--- src/logic/tcb_pkg.sv ---
// TCB shared definitions
// bus geometry, request encodings and the data word view
// used by the mode converter and the word memory

package tcb_pkg;

  //////////////////////////////////////////////////
  // bus geometry
  //////////////////////////////////////////////////

  // byte address width
  localparam int unsigned TCB_ADR_WIDTH = 32;
  // byte lanes on the data bus
  localparam int unsigned TCB_BEN = 8;
  // address bits selecting a lane
  localparam int unsigned TCB_LOG = 3;

  //////////////////////////////////////////////////
  // request and response encodings
  //////////////////////////////////////////////////

  // transfer size, log2 of the byte count
  typedef enum logic [1:0] {
    TCB_BYTE   = 2'd0,
    TCB_HALF   = 2'd1,
    TCB_WORD   = 2'd2,
    TCB_DOUBLE = 2'd3
  } tcb_siz_t;

  // byte order of the access
  typedef enum logic {
    TCB_LITTLE = 1'b0,
    TCB_BIG    = 1'b1
  } tcb_ndn_t;

  // response status
  typedef enum logic {
    TCB_OKAY       = 1'b0,
    TCB_MISALIGNED = 1'b1
  } tcb_sts_t;

  // one data word, seen whole or as byte lanes
  typedef union packed {
    logic [TCB_BEN*8-1:0]    wrd;
    logic [TCB_BEN-1:0][7:0] byt;
  } tcb_data_t;

endpackage : tcb_pkg

--- src/logic/tcb_mem.sv ---
// TCB byte-enabled word memory
// clears every word after reset while holding off requests,
// then writes enabled lanes and returns read data one cycle later

module tcb_mem
  import tcb_pkg::*;
#(
  parameter int unsigned MEM_DEPTH = 64
) (
  input  logic                         clk,
  input  logic                         rst_n,
  // request
  input  logic                         mem_vld,
  output logic                         mem_rdy,
  input  logic                         mem_wen,
  input  logic [$clog2(MEM_DEPTH)-1:0] mem_adr,
  input  logic [TCB_BEN-1:0]           mem_ben,
  input  tcb_data_t                    mem_wdt,
  // response
  output tcb_data_t                    mem_rdt
);

  localparam int unsigned AW = $clog2(MEM_DEPTH);

  // storage
  tcb_data_t mem [MEM_DEPTH];

  logic [AW-1:0] clr_cnt;
  logic          clr_done;
  logic          xfer;

  //////////////////////////////////////////////////
  // post-reset clear
  //////////////////////////////////////////////////

  // one word per cycle, MEM_DEPTH cycles in total
  always_ff @(posedge clk or negedge rst_n) begin
    if (!rst_n) begin
      clr_cnt  <= '0;
      clr_done <= 1'b0;
    end else if (!clr_done) begin
      if (clr_cnt == AW'(MEM_DEPTH - 1)) begin
        clr_done <= 1'b1;
      end
      // wraps back to zero on the last word
      clr_cnt <= clr_cnt + AW'(1);
    end
  end

  // ready only once the clear has finished
  assign mem_rdy = clr_done;
  assign xfer    = mem_vld & clr_done;

  //////////////////////////////////////////////////
  // array access
  //////////////////////////////////////////////////

  always_ff @(posedge clk) begin
    if (!clr_done) begin
      mem[clr_cnt] <= '0;
    end else if (xfer && mem_wen) begin
      // only enabled lanes change
      for (int unsigned i = 0; i < TCB_BEN; i++) begin
        if (mem_ben[i]) begin
          mem[mem_adr].byt[i] <= mem_wdt.byt[i];
        end
      end
    end
  end

  // addressed word, valid in the cycle after the transfer
  always_ff @(posedge clk) begin
    if (xfer) begin
      mem_rdt <= mem[mem_adr];
    end
  end

endmodule : tcb_mem

--- config.mk ---
export PLATFORM = sky130hd
export DESIGN_NAME = tcb_mem
export DESIGN_NICKNAME = d
export VERILOG_FILES = /design/src/logic/tcb_pkg.sv /design/src/logic/tcb_mem.sv
export SDC_FILE = /design/constraint.sdc
export NUM_CORES = 2
export LEC_CHECK = 0
export BUFFER_PORTS_ARGS = -buffer_cell sky130_fd_sc_hd__buf_2
export CAP_MARGIN = 30
export CELL_PAD_IN_SITES_DETAIL_PLACEMENT = 1
export CELL_PAD_IN_SITES_GLOBAL_PLACEMENT = 1
export CORE_MARGIN = 5
export CORE_UTILIZATION = 25
export DETAILED_ROUTE_END_ITERATION = 8
export GPL_TIMING_DRIVEN = 0
export PLACE_DENSITY = 0.43
export SETUP_SLACK_MARGIN = 0.1
export SLEW_MARGIN = 40
export SYNTH_ARGS = -nofsm -noshare
export SYNTH_HDL_FRONTEND = slang
export SYNTH_SLANG_ARGS = --single-unit
export TNS_END_PERCENT = 5
--- constraint.sdc ---
create_clock -name clk -period 3.9 [get_ports clk]
set_input_delay 0.195 -clock clk [delete_from_list [all_inputs] [get_ports clk]]
set_output_delay 0.195 -clock clk [all_outputs]
set_load 0.02 [all_outputs]
# Word level (Yosys, flattened, before mapping)
# Memories as Yosys holds them, arrays and structs flattened. A register that Yosys moved wholly into a read port is not among the register bits.
# Index checks and enable logic that the tools add are counted.
# totals
register_bits,7
latchBits,0
ramBits,4096
romBits,0
output_inout_bits,65
word_cells,46
mem_count,1
# mem_list
name,words,width,rd,rd_clocked_by_memory_dff,write_ports,line,rtl
mem,64,64,1,1,1,tcb_mem.sv:26,tcb_data_t mem [MEM_DEPTH];
# classes
n_addsub,1
n_mul,0
div_mod_pow,0
magnitude_cmp,0
eq_ne,1
n_shift,0
n_mux,38
bitwise_logic,1
n_reduce_logical,2
# op_table
cell,n
$mux 64,1
$reduce_or 64->1,1
$mux 1,35
$mux 8,1
$add 6x1->6 const B,1
$eq 6x6->1 const B,1
$mux 6,1
$and 1x1->1,1
$logic_and 1x1->1,1

# Longest topological paths before layout
# logic_depth
ltp_word,7
depth_mapped,9
mapped_depth_nobuf,5

# Worst setup path before layout
# OpenSTA, ideal clock, no wires.
# synth_timing
path_type,register to register
startpoint,"register clr_done, in the netlist mem_rdy"
endpoint,memory mem[57][0] (netlist name) (enable)
setup_time_ps,383
arrival_ps,2806
required_time_ps,3517
setup_slack_ps,710
stages_incl_launch_ff,9
path_buffers,3
path_cell_list,dfrtp_1 -> and3_1 -> buf_6 -> a21boi_2 -> buf_6 -> mux2i_4 -> nand4_4 -> buf_2 -> nor3_1
# synth_between
elab_chain_len,7
# synth_lines
element,line,rtl
from (decl),tcb_mem.sv:29,logic clr_done;
from (signal assigned),tcb_mem.sv:40,clr_done <= 1'b0;
from (signal assigned),tcb_mem.sv:43,clr_done <= 1'b1;
$and 1x1->1,tcb_mem.sv:52,assign xfer = mem_vld & clr_done;
$logic_and 1x1->1,tcb_mem.sv:61,end else if (xfer && mem_wen) begin
$mux 1,tcb_mem.sv:61,
$mux 1,tcb_mem.sv:59,if (!clr_done) begin
$mux 1 (implied by the code),tcb_mem.sv:65,mem[mem_adr].byt[i] <= mem_wdt.byt[i];
$reduce_or 64->1 (no source line),n/a,
$mux 6 (no source line) / $mux 8 (equally long branches),n/a,
to (decl),tcb_mem.sv:26,
# Parallel ways exist; a longest one is shown, timed or not.

# Worst setup path after layout
# layout_timing
startpoint,"register clr_done, in the netlist mem_rdy"
endpoint,memory mem[25][32] (netlist name) (enable)
# Same word-level chain as after synthesis.

==> impl_metrics.tcl <==
set metrics [dict create \
    outcome "finished, final reports clean" \
    grt_pass1_vias 88800 \
    path_max_fanout 10 \
    synth_net_count 7313 \
    fin_nets 8313 \
    die_width_um 815 \
    numPortBuffers 143 \
    drt_wl_total_um 701000 \
    internal_power_uw 74800 \
    clkLatencyLatePin_ns 1.09 \
    finalMaxSlewViolations 0 \
    cts_tree "done" \
    rsz_0062_raised_after_global_routing "true" \
    critPathMostFrequentCell "sky130_fd_sc_hd__buf_6" \
    vias 87000 \
    routabilityCongestion 0.809 \
    max_cap_violations 0 \
    post-route-period-util_pct 98.8 \
    reg2reg_depth 9 \
    fmaxAchievable_mhz 260 \
    synth_top_area_share_pct 77.0 \
    largest_net_degree_at_the_start_of_global_routing 58 \
    postRouteAntennaNets 0 \
    tightestPinTransition_ns 0.983 \
    floorplan.die.height_um 815 \
    ys.warnings.count 0 \
    final-hold-violation-count 0 \
    fin_worst_skew_ns 0.0752 \
    clkSlewWorstSetupHoldPaths_ns 0.06 \
    numCtsBuffers 458 \
    sw_frac_of_total_pct 22.4 \
    worst_slew_margin_pct 34.5 \
    firstDrtPassIters 6 \
    cts_root_buf "sky130_fd_sc_hd__clkbuf_16" \
    wire_length_of_the_first_global_routing_pass_um 902000 \
    leading_cell_type_in_the_layout_fill_and_taps_excluded "sky130_fd_sc_hd__edfxtp_1" \
    synth_cells 7230 \
    max-clock-path-buffers 4 \
    yosysSeqAreaShare_pct 77.1 \
    ys_types 40 \
    hold_class "input pin to async pin" \
    gr-total-overflow 0 \
    synth_async_sr_flop_share_pct 0.168 \
    crit_arrival_ns 4.52 \
    worst_setup_path_start_kind "flop" \
    h-tree-depth 5 \
    antenna_found_initial 86 \
    share_comb_of_total_power_pct 3.7 \
    fp.dieArea_um2 665000 \
    placed_cell_area_um2 181000 \
    avgViaCountPerCell 5.03 \
    mostFrequentLayoutCells "4160 x sky130_fd_sc_hd__edfxtp_1, 1024 x sky130_fd_sc_hd__mux4_2, 461 x sky130_fd_sc_hd__clkbuf_16" \
    power.net_switching_uw 21600 \
    synth_largest_area_cell "sky130_fd_sc_hd__edfxtp_1" \
    drive_gt1_share_pct 38.1 \
    yosys_register_bits 4167 \
    initial_utilization_pct 25.1 \
    drc 0 \
    layout_cell_area_excl_fill_um2 198000 \
    core_region_area_um2 646000 \
    setup_viol 0 \
    totalPowerFinal_uw 96300 \
    crit_path_cell_trace "and3_1 > buf_6 > a21boi_4 > buf_6 > mux2i_1 > nand2b_1 > clkbuf_1 > buf_4 > nor3_4" \
    avgSynthCellArea_um2 22.4 \
    synth.top_cells.by_area "sky130_fd_sc_hd__edfxtp_1 77%, sky130_fd_sc_hd__mux4_2 14%, sky130_fd_sc_hd__nor3_2 2.2%" \
    design.portCount 147 \
    worst_setup_path_end_kind "flop" \
    dp_hpwl_um 487000 \
    synth_enable_flop_cells 4160 \
    clock_sink_count 4167 \
    grt_usage_pct 20.5 \
    num_rows 295 \
    power.share.sequential_pct 50.4 \
    synth_top_flop_cell "sky130_fd_sc_hd__edfxtp_1" \
    drt-wirelength-per-cell_um 40.5 \
    min_period_ns 3.85 \
    final_core_utilization_pct 30.7 \
    area_growth_syn_to_layout_pct 22.2 \
    worst-endpoint-required_ns 4.57 \
    mappedNetlistArea_um2 162000 \
    criticalPathCategory "flop to flop" \
    clock_network_fraction_of_design_power_pct 46.0 \
    power_leakage_uw 0.0496 \
    timing.critical_path.slowest_stage_cell "sky130_fd_sc_hd__buf_4" \
    vdd_drop_max_v 0.000419 \
    worst_path_largest_cell_delay_ns 0.82 \
    dr.first_iter.drc_count 11400 \
    power.density_cell_area_nw_per_um2 486 \
]
==> kinds of logic after synthesis <==
| logic type | share of synthesized area, % |
|---|---|
| compound gates | 2.77 |
| xor+xnor | 0.0270 |
| fa+ha+maj | 0.00772 |
| buf+inv | 1.59 |
| flops | 77.1 |
| mux | 14.3 |
| simple gates | 4.12 |
==> stage by stage <==
step	std cells	hold WS [ns]	setup TNS (ns)	worst slack [ns]
6_report	17300	0.102	0	0.0483
5_1_grt	17200	0.103	0	0.00230
4_1_cts	17200	0.0303	0	0.0845
3_5_place_dp	16300	0.0407	-1143.18	-1.10
3_3_place_gp	16000	0.0333	-	-4.62
2_1_floorplan	7230	-0.101	0	0.710
==> flip-flops by register name, indices dropped and copies added (netlist names) <==
signal / cells
clr_cnt: 6
mem: 4096
mem_rdt: 64
mem_rdy: 1
==> final timing paths <==
| kind | start | endpoint | slack, ns |
|---|---|---|---|
| worst max-delay path | mem_rdy | mem[25][32] | 0.05 |
| min in group clk | mem_wdt[56] | mem[31][56] | 0.14 |
| worst max register to register | mem_rdy | mem[25][32] | 0.05 |
| worst min register to register | clr_cnt[5] | clr_cnt[5] | 0.63 |
| max in group asynchronous | rst_n | clr_cnt[3] | 3.55 |
| worst min-delay path | rst_n | mem_rdy | 0.10 |
==> worst max-delay path, delay by kind of cell, from the launching register on <==
family	cells	cell delay (ns)
multiplexers	1	0.37
AND/OR/NAND/NOR	3	0.65
flip-flops	1	0.45
buffers and inverters	4	1.61
AO/OA/AOI/OAI	1	0.32
==> cell type report <==
class	instances	area, µm²
antenna	56	140
buffer	544	3230
clock buffer	544	11800
clock inverter	302	3250
fill	64400	448000
multi-input combinational	2519	37500
sequential	4167	125000
tap	8613	10800
timing repair buffer	540	6210
==> routing by layer <==
metal	GRT usage, %	routed length, µm
met1	26.3	280000
met2	33.4	331000
met3	4.97	55700
met4	8.26	32600
met5	0.603	801
==> repair_timing <==
item	in CTS	in global routing
endpoints found under the setup margin	3403	529
hold buffers	67	0
pin swaps	16	0
hold endpoints to repair	4148	0
resized for setup	38	4
setup buffers	20	0
==> cells in the mapped netlist, types with 68 or more instances <==
cell / instances
sky130_fd_sc_hd__edfxtp_1: 4160
sky130_fd_sc_hd__mux4_2: 1024
sky130_fd_sc_hd__nor3_2: 356
sky130_fd_sc_hd__clkbuf_1: 289
sky130_fd_sc_hd__a22oi_1: 192
sky130_fd_sc_hd__buf_2: 164
sky130_fd_sc_hd__nor3_1: 156
sky130_fd_sc_hd__o221ai_1: 128
sky130_fd_sc_hd__o22ai_1: 128
sky130_fd_sc_hd__nand2_1: 72
sky130_fd_sc_hd__nor2b_1: 68
==> power groups by stage <==
stage / combinational (µW) / clock [µW] / sequential, µW
after global routing: 3610 / 47000 / 48500
final: 3550 / 44300 / 48500
after CTS: 3610 / 45000 / 48500
after detailed placement: 3540 / 0 / 49500
after global placement: 3300 / 0 / 49500
after floorplan: 1350 / 0 / 49500
No activity file was read; power rests on OpenSTA's default activity.
